--- config.mk ---
export PLATFORM = sky130hd
export DESIGN_NAME = adc_subsys_top
export DESIGN_NICKNAME = d
export VERILOG_FILES = /design/src/common/adc_pkg.sv /design/src/common/wb_regs_pkg.sv /design/src/common/conv_cfg_if.sv /design/src/common/sample_if.sv /design/src/hw/wb_reg_decode.sv /design/src/adc_seq/adc_seq.sv /design/src/hw/sample_store.sv /design/src/hw/adc_subsys_top.sv
export SDC_FILE = /design/constraint.sdc
export NUM_CORES = 1
export LEC_CHECK = 0
export CAP_MARGIN = 20
export CORE_MARGIN = 2
export CORE_UTILIZATION = 29
export DETAILED_ROUTE_END_ITERATION = 8
export DONT_BUFFER_PORTS = 1
export GPL_TIMING_DRIVEN = 1
export PLACE_DENSITY = 0.53
export SLEW_MARGIN = 20
export SYNTH_ARGS = -nofsm -noshare
export SYNTH_HDL_FRONTEND = slang
export SYNTH_SLANG_ARGS = --single-unit
export TNS_END_PERCENT = 1
--- constraint.sdc ---
create_clock -name clk_in -period 20 [get_ports clk_in]
set_clock_uncertainty 0.15 [all_clocks]
set_input_delay 4 -clock clk_in [delete_from_list [all_inputs] [get_ports clk_in]]
set_output_delay 4 -clock clk_in [all_outputs]
set_load 0.01 [all_outputs]
--- src/common/adc_pkg.sv ---
`default_nettype none

package adc_pkg;

	////////////////////////////////////////
	// device data format
	////////////////////////////////////////

	localparam int SAMPLE_W    = 18;             // bits per conversion result
	localparam int N_CHAN      = 8;              // channels on the device
	localparam int N_PAIR      = N_CHAN / 2;     // port a carries 0..3, port b 4..7
	localparam int CHAN_IDX_W  = 3;
	localparam int PAIR_W      = $clog2(N_PAIR);

	// serial read length per data line and frame
	localparam int RD_LENGTH   = SAMPLE_W * N_PAIR;
	localparam int RD_CYCLES   = 2 * RD_LENGTH;  // sclk at half rate

	////////////////////////////////////////
	// conversion timing and oversampling
	////////////////////////////////////////

	localparam int MIN_T_CYCLE = 85;             // 5 us at 17 MHz
	localparam int OS_W        = 3;
	localparam logic [OS_W-1:0] OS_MIN = OS_W'(1); // 8 channels need at least 2x

	// counter widths
	localparam int CV_CNT_W    = $clog2(MIN_T_CYCLE + 1);
	localparam int RD_CNT_W    = $clog2(RD_CYCLES);
	localparam int BIT_CNT_W   = $clog2(SAMPLE_W);

	// sequencer state codes
	localparam int ST_W = 2;
	localparam logic [ST_W-1:0] CV_IDLE   = 2'd0;  // waiting for run
	localparam logic [ST_W-1:0] CV_CONVST = 2'd1;  // convst pulse
	localparam logic [ST_W-1:0] CV_WAIT   = 2'd2;  // cycle time and busy
	localparam logic [ST_W-1:0] RD_IDLE   = 2'd0;  // waiting for busy rise
	localparam logic [ST_W-1:0] RD_SHIFT  = 2'd1;  // cs low, clocking bits
	localparam logic [ST_W-1:0] RD_WAIT   = 2'd2;  // waiting for busy low

endpackage

`default_nettype wire

--- src/common/wb_regs_pkg.sv ---
`default_nettype none

package wb_regs_pkg;

	////////////////////////////////////////
	// bus geometry
	////////////////////////////////////////

	localparam int WB_ADDR_W = 8;                // byte address
	localparam int WB_DATA_W = 32;
	localparam int WB_SEL_W  = WB_DATA_W / 8;

	// register map
	localparam logic [WB_ADDR_W-1:0] ADDR_CTRL        = 8'h00;
	localparam logic [WB_ADDR_W-1:0] ADDR_STATUS      = 8'h04;
	localparam logic [WB_ADDR_W-1:0] ADDR_SAMPLE_BASE = 8'h20;  // 32 byte aligned
	localparam logic [WB_ADDR_W-1:0] ADDR_SAMPLE_LAST =
		ADDR_SAMPLE_BASE + WB_ADDR_W'(4 * (adc_pkg::N_CHAN - 1));

	// ctrl fields
	localparam int CTRL_RUN_BIT = 0;
	localparam int CTRL_OS_LSB  = 1;             // os code in bits 3:1

	localparam int FRAME_CNT_W  = 16;

	////////////////////////////////////////
	// readback word, two decodings
	////////////////////////////////////////

	localparam int SMP_CHAN_W  = 4;
	localparam int SMP_RSVD_W  = WB_DATA_W - SMP_CHAN_W - adc_pkg::SAMPLE_W;
	localparam int STAT_RSVD_W = WB_DATA_W - FRAME_CNT_W - 1 - adc_pkg::OS_W;

	typedef struct packed {
		logic [SMP_CHAN_W-1:0]               chan;   // channel index, top nibble
		logic [SMP_RSVD_W-1:0]               rsvd;
		logic signed [adc_pkg::SAMPLE_W-1:0] value;
	} sample_view_t;

	typedef struct packed {
		logic [FRAME_CNT_W-1:0]   frame_cnt;
		logic [STAT_RSVD_W-1:0]   rsvd;
		logic                     running;
		logic [adc_pkg::OS_W-1:0] os_code;       // active ratio
	} status_view_t;

	typedef union packed {
		sample_view_t sample_view;
		status_view_t status_view;
	} adc_word_u;

endpackage

`default_nettype wire

--- src/common/conv_cfg_if.sv ---
`timescale 1ns/1ps
`default_nettype none

// run and ratio settings down, converter state back up
interface conv_cfg_if ();
	import adc_pkg::*;

	logic            run;        // continuous conversion enable
	logic [OS_W-1:0] os_code;    // already clamped to OS_MIN
	logic            running;    // convert fsm out of idle
	logic            busy_seen;  // registered device busy

	modport dec (
		output run,
		output os_code,
		input  running,
		input  busy_seen
	);

	modport seq (
		input  run,
		input  os_code,
		output running,
		output busy_seen
	);

endinterface

`default_nettype wire

--- src/common/sample_if.sv ---
`timescale 1ns/1ps
`default_nettype none

// one channel pair per valid pulse, no ready
interface sample_if ();
	import adc_pkg::*;

	logic                       valid;      // single cycle
	logic [PAIR_W-1:0]          pair_idx;   // 0..3
	logic signed [SAMPLE_W-1:0] value_a;    // channel pair_idx
	logic signed [SAMPLE_W-1:0] value_b;    // channel pair_idx + 4
	logic                       frame_end;  // with the last pair

	modport seq (
		output valid,
		output pair_idx,
		output value_a,
		output value_b,
		output frame_end
	);

	modport store (
		input valid,
		input pair_idx,
		input value_a,
		input value_b,
		input frame_end
	);

endinterface

`default_nettype wire

--- src/hw/wb_reg_decode.sv ---
`timescale 1ns/1ps
`default_nettype none

module wb_reg_decode (
	input  wire                                  clk_in,
	input  wire                                  reset_in,
	input  wire                                  wb_cyc,
	input  wire                                  wb_stb,
	input  wire                                  wb_we,
	input  wire  [wb_regs_pkg::WB_ADDR_W-1:0]    wb_adr,
	input  wire  [wb_regs_pkg::WB_DATA_W-1:0]    wb_dat_w,
	input  wire  [wb_regs_pkg::WB_SEL_W-1:0]     wb_sel,
	output logic [wb_regs_pkg::WB_DATA_W-1:0]    wb_dat_r,
	output logic                                 wb_ack,
	output logic [adc_pkg::CHAN_IDX_W-1:0]       rd_idx,    // to sample store
	input  wire signed [adc_pkg::SAMPLE_W-1:0]   rd_value,
	input  wire  [wb_regs_pkg::FRAME_CNT_W-1:0]  frame_cnt,
	conv_cfg_if.dec                              cfg
);
	import adc_pkg::*;
	import wb_regs_pkg::*;

	logic                 req;         // new request, not the ack cycle
	logic                 sel_ctrl;
	logic                 sel_status;
	logic                 sel_sample;
	logic [OS_W-1:0]      os_req;      // os field of the write data
	adc_word_u            rd_word;
	logic [WB_DATA_W-1:0] rd_data;

	////////////////////////////////////////
	// address decode
	////////////////////////////////////////

	assign req        = wb_cyc && wb_stb && !wb_ack;
	assign sel_ctrl   = (wb_adr == ADDR_CTRL);
	assign sel_status = (wb_adr == ADDR_STATUS);
	assign sel_sample = (wb_adr >= ADDR_SAMPLE_BASE) && (wb_adr <= ADDR_SAMPLE_LAST) &&
		(wb_adr[1:0] == 2'b00);

	assign rd_idx = wb_adr[2 +: CHAN_IDX_W];  // base is 32 byte aligned
	assign os_req = wb_dat_w[CTRL_OS_LSB +: OS_W];

	// readback mux, unmapped stays zero
	always_comb begin
		rd_word = '0;
		rd_data = '0;
		if (sel_ctrl) begin
			rd_data[CTRL_RUN_BIT]          = cfg.run;
			rd_data[CTRL_OS_LSB +: OS_W]   = cfg.os_code;
		end else if (sel_status) begin
			rd_word.status_view.frame_cnt = frame_cnt;
			// a device conversion still finishing counts as running
			rd_word.status_view.running   = cfg.running || cfg.busy_seen;
			rd_word.status_view.os_code   = cfg.os_code;
			rd_data = rd_word;
		end else if (sel_sample) begin
			rd_word.sample_view.chan  = SMP_CHAN_W'(rd_idx);
			rd_word.sample_view.rsvd  = {SMP_RSVD_W{rd_value[SAMPLE_W-1]}};  // sign copies
			rd_word.sample_view.value = rd_value;
			rd_data = rd_word;
		end
	end

	////////////////////////////////////////
	// ctrl register and ack
	////////////////////////////////////////

	always_ff @(posedge clk_in or posedge reset_in) begin
		if (reset_in) begin
			wb_ack      <= 1'b0;
			wb_dat_r    <= '0;
			cfg.run     <= 1'b0;
			cfg.os_code <= OS_MIN;
		end else begin
			wb_ack <= req;  // one cycle after request
			if (req) begin
				wb_dat_r <= rd_data;  // held only while ack is high for the master
			end
			// read only and unmapped writes fall through
			if (req && wb_we && sel_ctrl && wb_sel[0]) begin
				cfg.run     <= wb_dat_w[CTRL_RUN_BIT];
				cfg.os_code <= (os_req < OS_MIN) ? OS_MIN : os_req;  // clamp
			end
		end
	end

endmodule

`default_nettype wire

--- src/adc_seq/adc_seq.sv ---
`timescale 1ns/1ps
`default_nettype none

// continuous conversion, two independent fsms
// convert fsm paces convst, read fsm clocks the previous result out
module adc_seq (
	input  wire                        clk_in,
	input  wire                        reset_in,
	input  wire                        busy,       // device busy
	input  wire                        data_a,     // serial line, channels 0..3
	input  wire                        data_b,     // serial line, channels 4..7
	output logic [adc_pkg::OS_W-1:0]   os_pins,
	output logic                       convst,     // active low
	output logic                       sclk,
	output logic                       n_cs,
	output logic                       adc_reset,
	conv_cfg_if.seq                    cfg,
	sample_if.seq                      smp
);
	import adc_pkg::*;

	logic [ST_W-1:0]            cv_state;
	logic [ST_W-1:0]            cv_next;
	logic [CV_CNT_W-1:0]        cv_cnt;     // cycles since convst, saturating
	logic                       cv_done;
	logic [OS_W-1:0]            os_q;

	logic [ST_W-1:0]            rd_state;
	logic [ST_W-1:0]            rd_next;
	logic [RD_CNT_W-1:0]        rd_cnt;     // cycles with cs low
	logic [BIT_CNT_W-1:0]       bit_cnt;    // bit within the word
	logic [PAIR_W-1:0]          pair_cnt;
	logic                       busy_q;
	logic                       sclk_q;
	logic                       shift_en;   // sclk rises at this edge
	logic                       word_done;
	logic signed [SAMPLE_W-1:0] sh_a;
	logic signed [SAMPLE_W-1:0] sh_b;

	assign adc_reset     = reset_in;  // device reset tracks system reset
	assign os_pins       = os_q;
	assign cfg.busy_seen = busy_q;

	////////////////////////////////////////
	// convert fsm
	////////////////////////////////////////

	// next convst lands MIN_T_CYCLE after the last one at the earliest
	// and never while the read port is still shifting
	assign cv_done = (cv_cnt >= CV_CNT_W'(MIN_T_CYCLE - 1)) && !busy &&
		(rd_state != RD_SHIFT);

	always_comb begin
		cv_next = cv_state;
		case (cv_state)
			CV_IDLE:   if (cfg.run) cv_next = CV_CONVST;
			CV_CONVST: cv_next = CV_WAIT;  // one cycle pulse
			CV_WAIT:   if (cv_done) cv_next = cfg.run ? CV_CONVST : CV_IDLE;
			default:   cv_next = CV_IDLE;
		endcase
	end

	always_ff @(posedge clk_in or posedge reset_in) begin
		if (reset_in) begin
			cv_state <= CV_IDLE;
			cv_cnt   <= '0;
			os_q     <= OS_MIN;
			busy_q   <= 1'b0;
		end else begin
			cv_state <= cv_next;
			busy_q   <= busy;
			if (cv_state == CV_CONVST)
				cv_cnt <= CV_CNT_W'(1);
			else if (cv_cnt != '1)
				cv_cnt <= cv_cnt + 1'b1;
			// ratio only changes between runs
			if (cv_state == CV_IDLE)
				os_q <= cfg.os_code;
		end
	end

	assign convst      = (cv_state != CV_CONVST);
	assign cfg.running = (cv_state != CV_IDLE);

	////////////////////////////////////////
	// read fsm
	////////////////////////////////////////

	always_comb begin
		rd_next = rd_state;
		case (rd_state)
			RD_IDLE:  if (busy && !busy_q) rd_next = RD_SHIFT;  // busy rising
			RD_SHIFT: if (rd_cnt == RD_CNT_W'(RD_CYCLES - 1)) rd_next = RD_WAIT;
			RD_WAIT:  if (!busy) rd_next = RD_IDLE;
			default:  rd_next = RD_IDLE;
		endcase
	end

	assign shift_en  = (rd_state == RD_SHIFT) && !sclk_q;
	assign word_done = shift_en && (bit_cnt == BIT_CNT_W'(SAMPLE_W - 1));

	always_ff @(posedge clk_in or posedge reset_in) begin
		if (reset_in) begin
			rd_state      <= RD_IDLE;
			rd_cnt        <= '0;
			bit_cnt       <= '0;
			pair_cnt      <= '0;
			sclk_q        <= 1'b0;
			smp.valid     <= 1'b0;
			smp.frame_end <= 1'b0;
		end else begin
			rd_state <= rd_next;
			if (rd_state == RD_SHIFT) begin
				rd_cnt <= rd_cnt + 1'b1;
				sclk_q <= (rd_next == RD_SHIFT) ? !sclk_q : 1'b0;  // park low at cs rise
			end else begin
				rd_cnt   <= '0;
				sclk_q   <= 1'b0;
				bit_cnt  <= '0;
				pair_cnt <= '0;
			end
			if (shift_en) begin
				bit_cnt <= word_done ? '0 : bit_cnt + 1'b1;
				if (word_done)
					pair_cnt <= pair_cnt + 1'b1;
			end
			smp.valid     <= word_done;
			smp.frame_end <= word_done && (pair_cnt == PAIR_W'(N_PAIR - 1));
		end
	end

	// payload, msb first on both lines
	always_ff @(posedge clk_in) begin
		if (shift_en) begin
			sh_a <= {sh_a[SAMPLE_W-2:0], data_a};
			sh_b <= {sh_b[SAMPLE_W-2:0], data_b};
		end
		if (word_done)
			smp.pair_idx <= pair_cnt;
	end

	assign smp.value_a = sh_a;  // stable while valid, next shift is a cycle later
	assign smp.value_b = sh_b;
	assign sclk        = sclk_q;
	assign n_cs        = (rd_state != RD_SHIFT);

endmodule

`default_nettype wire

--- src/hw/sample_store.sv ---
`timescale 1ns/1ps
`default_nettype none

module sample_store (
	input  wire                                  clk_in,
	input  wire                                  reset_in,
	input  wire  [adc_pkg::CHAN_IDX_W-1:0]       rd_idx,
	output logic signed [adc_pkg::SAMPLE_W-1:0]  rd_value,   // combinational read
	output logic [wb_regs_pkg::FRAME_CNT_W-1:0]  frame_cnt,  // wraps
	sample_if.store                              smp
);
	import adc_pkg::*;

	logic signed [SAMPLE_W-1:0] chan_q [N_CHAN];  // latest sample per channel
	logic [CHAN_IDX_W-1:0]      idx_a;
	logic [CHAN_IDX_W-1:0]      idx_b;

	////////////////////////////////////////
	// write side
	////////////////////////////////////////

	// port a fills the low half, port b the upper half
	assign idx_a = CHAN_IDX_W'(smp.pair_idx);
	assign idx_b = CHAN_IDX_W'(smp.pair_idx) + CHAN_IDX_W'(N_PAIR);

	// newest frame overwrites, nothing to stall
	always_ff @(posedge clk_in or posedge reset_in) begin
		if (reset_in) begin
			for (int i = 0; i < N_CHAN; i++)
				chan_q[i] <= '0;  // zeros readable before the first frame
			frame_cnt <= '0;
		end else if (smp.valid) begin
			chan_q[idx_a] <= smp.value_a;
			chan_q[idx_b] <= smp.value_b;
			if (smp.frame_end)
				frame_cnt <= frame_cnt + 1'b1;
		end
	end

	////////////////////////////////////////
	// read side
	////////////////////////////////////////

	assign rd_value = chan_q[rd_idx];  // decoder registers the bus word

endmodule

`default_nettype wire

--- src/hw/adc_subsys_top.sv ---
`timescale 1ns/1ps
`default_nettype none

module adc_subsys_top (
	input  wire                                clk_in,
	input  wire                                reset_in,
	// wishbone classic slave
	input  wire                                wb_cyc,
	input  wire                                wb_stb,
	input  wire                                wb_we,
	input  wire  [wb_regs_pkg::WB_ADDR_W-1:0]  wb_adr,
	input  wire  [wb_regs_pkg::WB_DATA_W-1:0]  wb_dat_w,
	input  wire  [wb_regs_pkg::WB_SEL_W-1:0]   wb_sel,
	output wire  [wb_regs_pkg::WB_DATA_W-1:0]  wb_dat_r,
	output wire                                wb_ack,
	// adc pins
	input  wire                                busy,
	input  wire                                data_a,
	input  wire                                data_b,
	output wire  [adc_pkg::OS_W-1:0]           os_pins,
	output wire                                convst,
	output wire                                sclk,
	output wire                                n_cs,
	output wire                                adc_reset
);
	import adc_pkg::*;
	import wb_regs_pkg::*;

	wire [CHAN_IDX_W-1:0]      rd_idx;     // store read port
	wire signed [SAMPLE_W-1:0] rd_value;
	wire [FRAME_CNT_W-1:0]     frame_cnt;

	conv_cfg_if cfg_bus ();  // decode to sequencer
	sample_if   smp_bus ();  // sequencer to store

	// decode
	wb_reg_decode u_decode (
		.clk_in    (clk_in),
		.reset_in  (reset_in),
		.wb_cyc    (wb_cyc),
		.wb_stb    (wb_stb),
		.wb_we     (wb_we),
		.wb_adr    (wb_adr),
		.wb_dat_w  (wb_dat_w),
		.wb_sel    (wb_sel),
		.wb_dat_r  (wb_dat_r),
		.wb_ack    (wb_ack),
		.rd_idx    (rd_idx),
		.rd_value  (rd_value),
		.frame_cnt (frame_cnt),
		.cfg       (cfg_bus.dec)
	);

	// execute
	adc_seq u_seq (
		.clk_in    (clk_in),
		.reset_in  (reset_in),
		.busy      (busy),
		.data_a    (data_a),
		.data_b    (data_b),
		.os_pins   (os_pins),
		.convst    (convst),
		.sclk      (sclk),
		.n_cs      (n_cs),
		.adc_reset (adc_reset),
		.cfg       (cfg_bus.seq),
		.smp       (smp_bus.seq)
	);

	// result
	sample_store u_store (
		.clk_in    (clk_in),
		.reset_in  (reset_in),
		.rd_idx    (rd_idx),
		.rd_value  (rd_value),
		.frame_cnt (frame_cnt),
		.smp       (smp_bus.store)
	);

endmodule

`default_nettype wire

* Word-level counts from Yosys, hierarchy flattened
Cells that the tools add are included.
** Word-level totals
- Register bits after elaboration :: 268
- Input port bits :: 52
- Output and inout port bits :: 40
- Logic and storage cells :: 121
** Cells by class
- Add/subtract/negate cells :: 6
- Order comparisons :: 9
- Equality and inequality tests :: 15
- Mux-type cells :: 33
- Bitwise gates (word level) :: 3
- Reduce and logical (&&, ||, !) cells :: 28
** Operators by type and width (count)
- $bwmux W144 :: 2
- $demux W18 S3 :: 2
- $mux W18 :: 4
- $bmux W18 S3 :: 1
- $mux W32 :: 1
- $mux W31 :: 1
- $mux W28 :: 1
- $add A16 B1 Y16 const B :: 1
- $mux W2 :: 8
- $logic_and A1 B1 Y1 :: 15
- $mux W5 :: 3
- $mux W7 :: 2
- $ge A4 B4 Y1 const B :: 3
- $pmux W2 S3 :: 2
- $add A8 B1 Y8 const B :: 1
- $eq A8 B3 Y1 const B :: 1
- $eq A8 B8 Y1 const B :: 1
- $ge A8 B6 Y1 const B :: 1
- $le A8 B6 Y1 const B :: 1
- $logic_not A8 Y1 :: 1
- $lt A4 B1 Y1 const B :: 2
- $mux W8 :: 1
- $ne A2 B1 Y1 const B :: 4
- $not A3 Y4 :: 2
- 20 further kinds :: 33

* Logic depth before layout (Yosys ltp)
- Depth in word-level cells :: 7
- Gate-level depth with buffers :: 7
- Mapped depth without buffers :: 6

* Cells and area by module
Synthesis repeated with hierarchy kept, for this count alone.
** Second synthesis, totals
- Cells, all modules :: 769
- Area total of the unflattened synthesis :: 11564.8 um2
** Modules (own cells, without submodules)
- sample_store :: times used 1, cells each 433, area each 7255.7 um2, sequential area each 4003.8 um2
- adc_seq :: times used 1, cells each 184, area each 2685.1 um2, sequential area each 1968.1 um2
- wb_reg_decode :: times used 1, cells each 152, area each 1624.1 um2, sequential area each 927.1 um2

* Worst setup path after synthesis
No wires, ideal clock.
- Path kind :: input to output
- Start point :: in reset_in
- End point :: out adc_reset
- Arrival :: 4119 ps
- Required time :: 15850 ps
- Path slack :: 11731 ps
- Stages on the path :: 1
- Buffers on the path :: 1
- Cells stage by stage :: buf_4
** RTL lines
- start: declaration :: line adc_subsys_top.sv:6 : input wire reset_in,
- end: declaration :: line adc_subsys_top.sv:24 : output wire adc_reset
No word-level cell between the ends.

* Worst setup path after layout
- Start point :: in reset_in
- End point :: out adc_reset
No word-level cell between the ends.

==> reports/results.tsv <==
metric	value	unit
worst_hold_path_type	reg -> reg	
synth_top_area_share	50.5	%
global_route_wire_length_before_repair	38500	um
critical_path.endpoint_type	output port	
power_leakage	5.81	nW
syn_area	11300	um2
synth-adder-area-share	0.775	%
clk_root_buffer_cell	sky130_fd_sc_hd__clkbuf_16	
drv.max_cap_violation_count	0	
netlist_instances	782	
remaining_drc_errors	0	
grt_start_max_net_pins	93	
yosys_register_bits	268	
timing.setup.critical_path_class	in -> out	
postRouteAntennaNets	0	
dominant_combinational_cell_family_by_area_after_synthesis	multiplexers	
synth.top_cells.by_area	sky130_fd_sc_hd__dfrtp_1, sky130_fd_sc_hd__mux2_2, sky130_fd_sc_hd__edfxtp_1	
status	finished, final reports clean	
max_slew_margin	37.7	%
drive_above_1_share	30.4	%
post_drt_wl_per_cell	17.9	um
worstPathMaxFanout	2	
floorplan.rows	72	
synth_enable_flop_cells	38	
synth_ff_type	sky130_fd_sc_hd__dfrtp_1	
layout_min_cycle_time	8.15	ns
critical_path.startpoint	reset_in	
synth_xor_area_share	1.86	%
layout.nets	840	
yosys-mux-area-fraction	23.5	%
port_buffers	0	
worst_setup_path_start_kind	input port	
regToRegStartpoint	u_decode.wb_ack$_DFF_PP0_	
synth_async_sr_flop_share	85.8	%
totalWireLength	23600	um
coreArea	38600	um2
fmax	123	MHz
final.period_utilization	40.8	%
grt-ovfl-total	0	
chipHeight	201	um
layout.cell_area.non_filler	12700	um2
netlist_top_cells_count	sky130_fd_sc_hd__dfrtp_1, sky130_fd_sc_hd__mux2_2, sky130_fd_sc_hd__edfxtp_1, sky130_fd_sc_hd__nor2_1	
postSynthNetCount	841	
ys_warn_count	0	
route.detailed.vias_per_inst	4.79	
clock_sinks	268	
post_cts_buffers	0	
synth_cell_types	53	
number_of_antenna_violations_at_the_first_check_in_global_routing	1	
max_h_tree_level	1	
worstSkewPairLatency	0.55	ns
synth_sequential_area_ratio	61.0	%
fp.dieArea	40600	um2
finalSetupViolations	0	
drt_iter0_markers	266	
global_route.usage.total	11.8	%
insertedDiodeCount	0	
synth.most_common_cell	sky130_fd_sc_hd__dfrtp_1	
cts_repair_resize_count	0	
report.final.slew_viol_count	0	
cts.clk_slew.worst_paths	0.06	ns
totalNegativeSetupSlack	0	ns
arrival_time_at_the_worst_endpoint	4.00	ns
syn_area_per_cell	14.5	um2
vias_in_the_first_global_route	6546	
drt_pre_antenna_iters	4	
synth_compound_gate_area_share	3.84	%
detailed_placement_wirelength_estimate	13700	um
cts-buffers-inserted	27	
placed_standard_cell_area	11800	um2
yosys.area_share.simple	6.69	%
hold_viol_final	0	
ir_worst_vdd	0.0525	mV
areaGrowthSynthToFinish	12.5	%
vias	6321	
cts.hold.buffers_added	0	
initial_utilization	29.3	%
tightest_slew	0.934	ns
synth_top_cell_by_area	sky130_fd_sc_hd__dfrtp_1	
dieWidth	201	um
worst-endpoint-required	15.85	ns
maximum_clock_insertion_buffer_count	3	
postLayoutCoreUtil	33.0	%
hold_path_startpoint	u_seq.rd_state[1]$_DFF_PP0_	
setup_repair_after_global_routing_missed_its_margin	false	
boundaryPins	92	
pwr_cell_area	99.7	nW/um2
routability_cong	0.710	
cts_tree	yes	
==> layout by cell type, fill, tap and decap left out, drive strengths merged, types with 5 or more instances in the layout <==
cell	instances
buf	10
and3	9
ha	7
nand3b	5
mux2	153
clkbuf	42
nor2b	6
a21oi	12
dfrtp	228
xor2	7
and2	5
a31oi	7
nand2	32
inv	14
clkinv	6
o21ai	23
edfxtp	38
mux2i	32
nand2b	7
mux4	27
xnor2	17
nand3	14
o22ai	14
nor3	10
nor2	36
nand4	10
==> cell type report <==
type,count,area (um2)
sequential,268,6900
timing repair buffer,10,75.1
clock buffer,42,812
multi-input combinational,461,4160
fill,3841,25800
clock inverter,8,68.8
inverter,13,56.3
tap,518,648
==> sequential cells by signal, summed over array words and instances, names as in the netlist, 2 cells and up <==
| signal | count |
|---|---|
| u_seq.pair_cnt | 2 |
| u_decode.wb_dat_r | 32 |
| u_seq.cv_state | 2 |
| u_seq.os_pins | 3 |
| u_seq.rd_state | 2 |
| u_seq.cv_cnt | 7 |
| u_decode.cfg.os_code | 3 |
| u_store.chan_q | 144 |
| u_store.frame_cnt | 16 |
| u_seq.smp.pair_idx | 2 |
| u_seq.smp.value_a | 18 |
| u_seq.bit_cnt | 5 |
| u_seq.smp.value_b | 18 |
| u_seq.rd_cnt | 8 |
==> logic make-up (layout without fill, tap and decap cells) <==
logic type | after synthesis | count (layout)
simple gates | 147 | 147
compound gates | 71 | 71
xor+xnor | 24 | 24
flops | 268 | 268
buf+inv | 53 | 73
mux | 212 | 212
fa+ha+maj | 7 | 7
==> per-stage QoR <==
step / power, mW / worst slack (ns) / hold WS [ns] / cells
global route: 1.33 / 11.85 / 0.313 / 1320
floorplan: 0.736 / 9.55 / 0.266 / 782
detailed placement: 0.779 / 11.85 / 0.282 / 1270
CTS: 1.29 / 11.85 / 0.294 / 1320
global placement: 0.778 / 11.85 / 0.279 / 1270
finish: 1.27 / 11.85 / 0.293 / 1320
==> metal layers <==
| layer | wire [um] | track usage, % |
|---|---|---|
| met1 | 11000 | 16.0 |
| met2 | 11400 | 19.4 |
| met3 | 923 | 2.09 |
| met4 | 362 | 3.41 |
| met5 | 19 | 0 |
==> power breakdown <==
part	internal (mW)	switching (mW)	total (mW)
clock network	0.291	0.210	0.501
registers	0.625	0.0653	0.691
logic	0.0266	0.0495	0.0761
==> worst paths after layout <==
check                      cells after the start  slack (ns)                                 to
hold reg to reg                                1        0.29        u_seq.rd_state[0]$_DFF_PP0_
setup / recovery                               0       11.85                          adc_reset
setup reg to reg                               7       17.48  u_decode.wb_dat_r[27]$_DFFE_PP0P_
max in group asynchronous                      2       15.05    u_store.chan_q[128]$_DFFE_PP0P_
hold / removal                                 1        0.29        u_seq.rd_state[0]$_DFF_PP0_
min in group asynchronous                      1        3.26       u_seq.os_pins[1]$_DFFE_PP0P_
(Power assumes the default switching activity.)
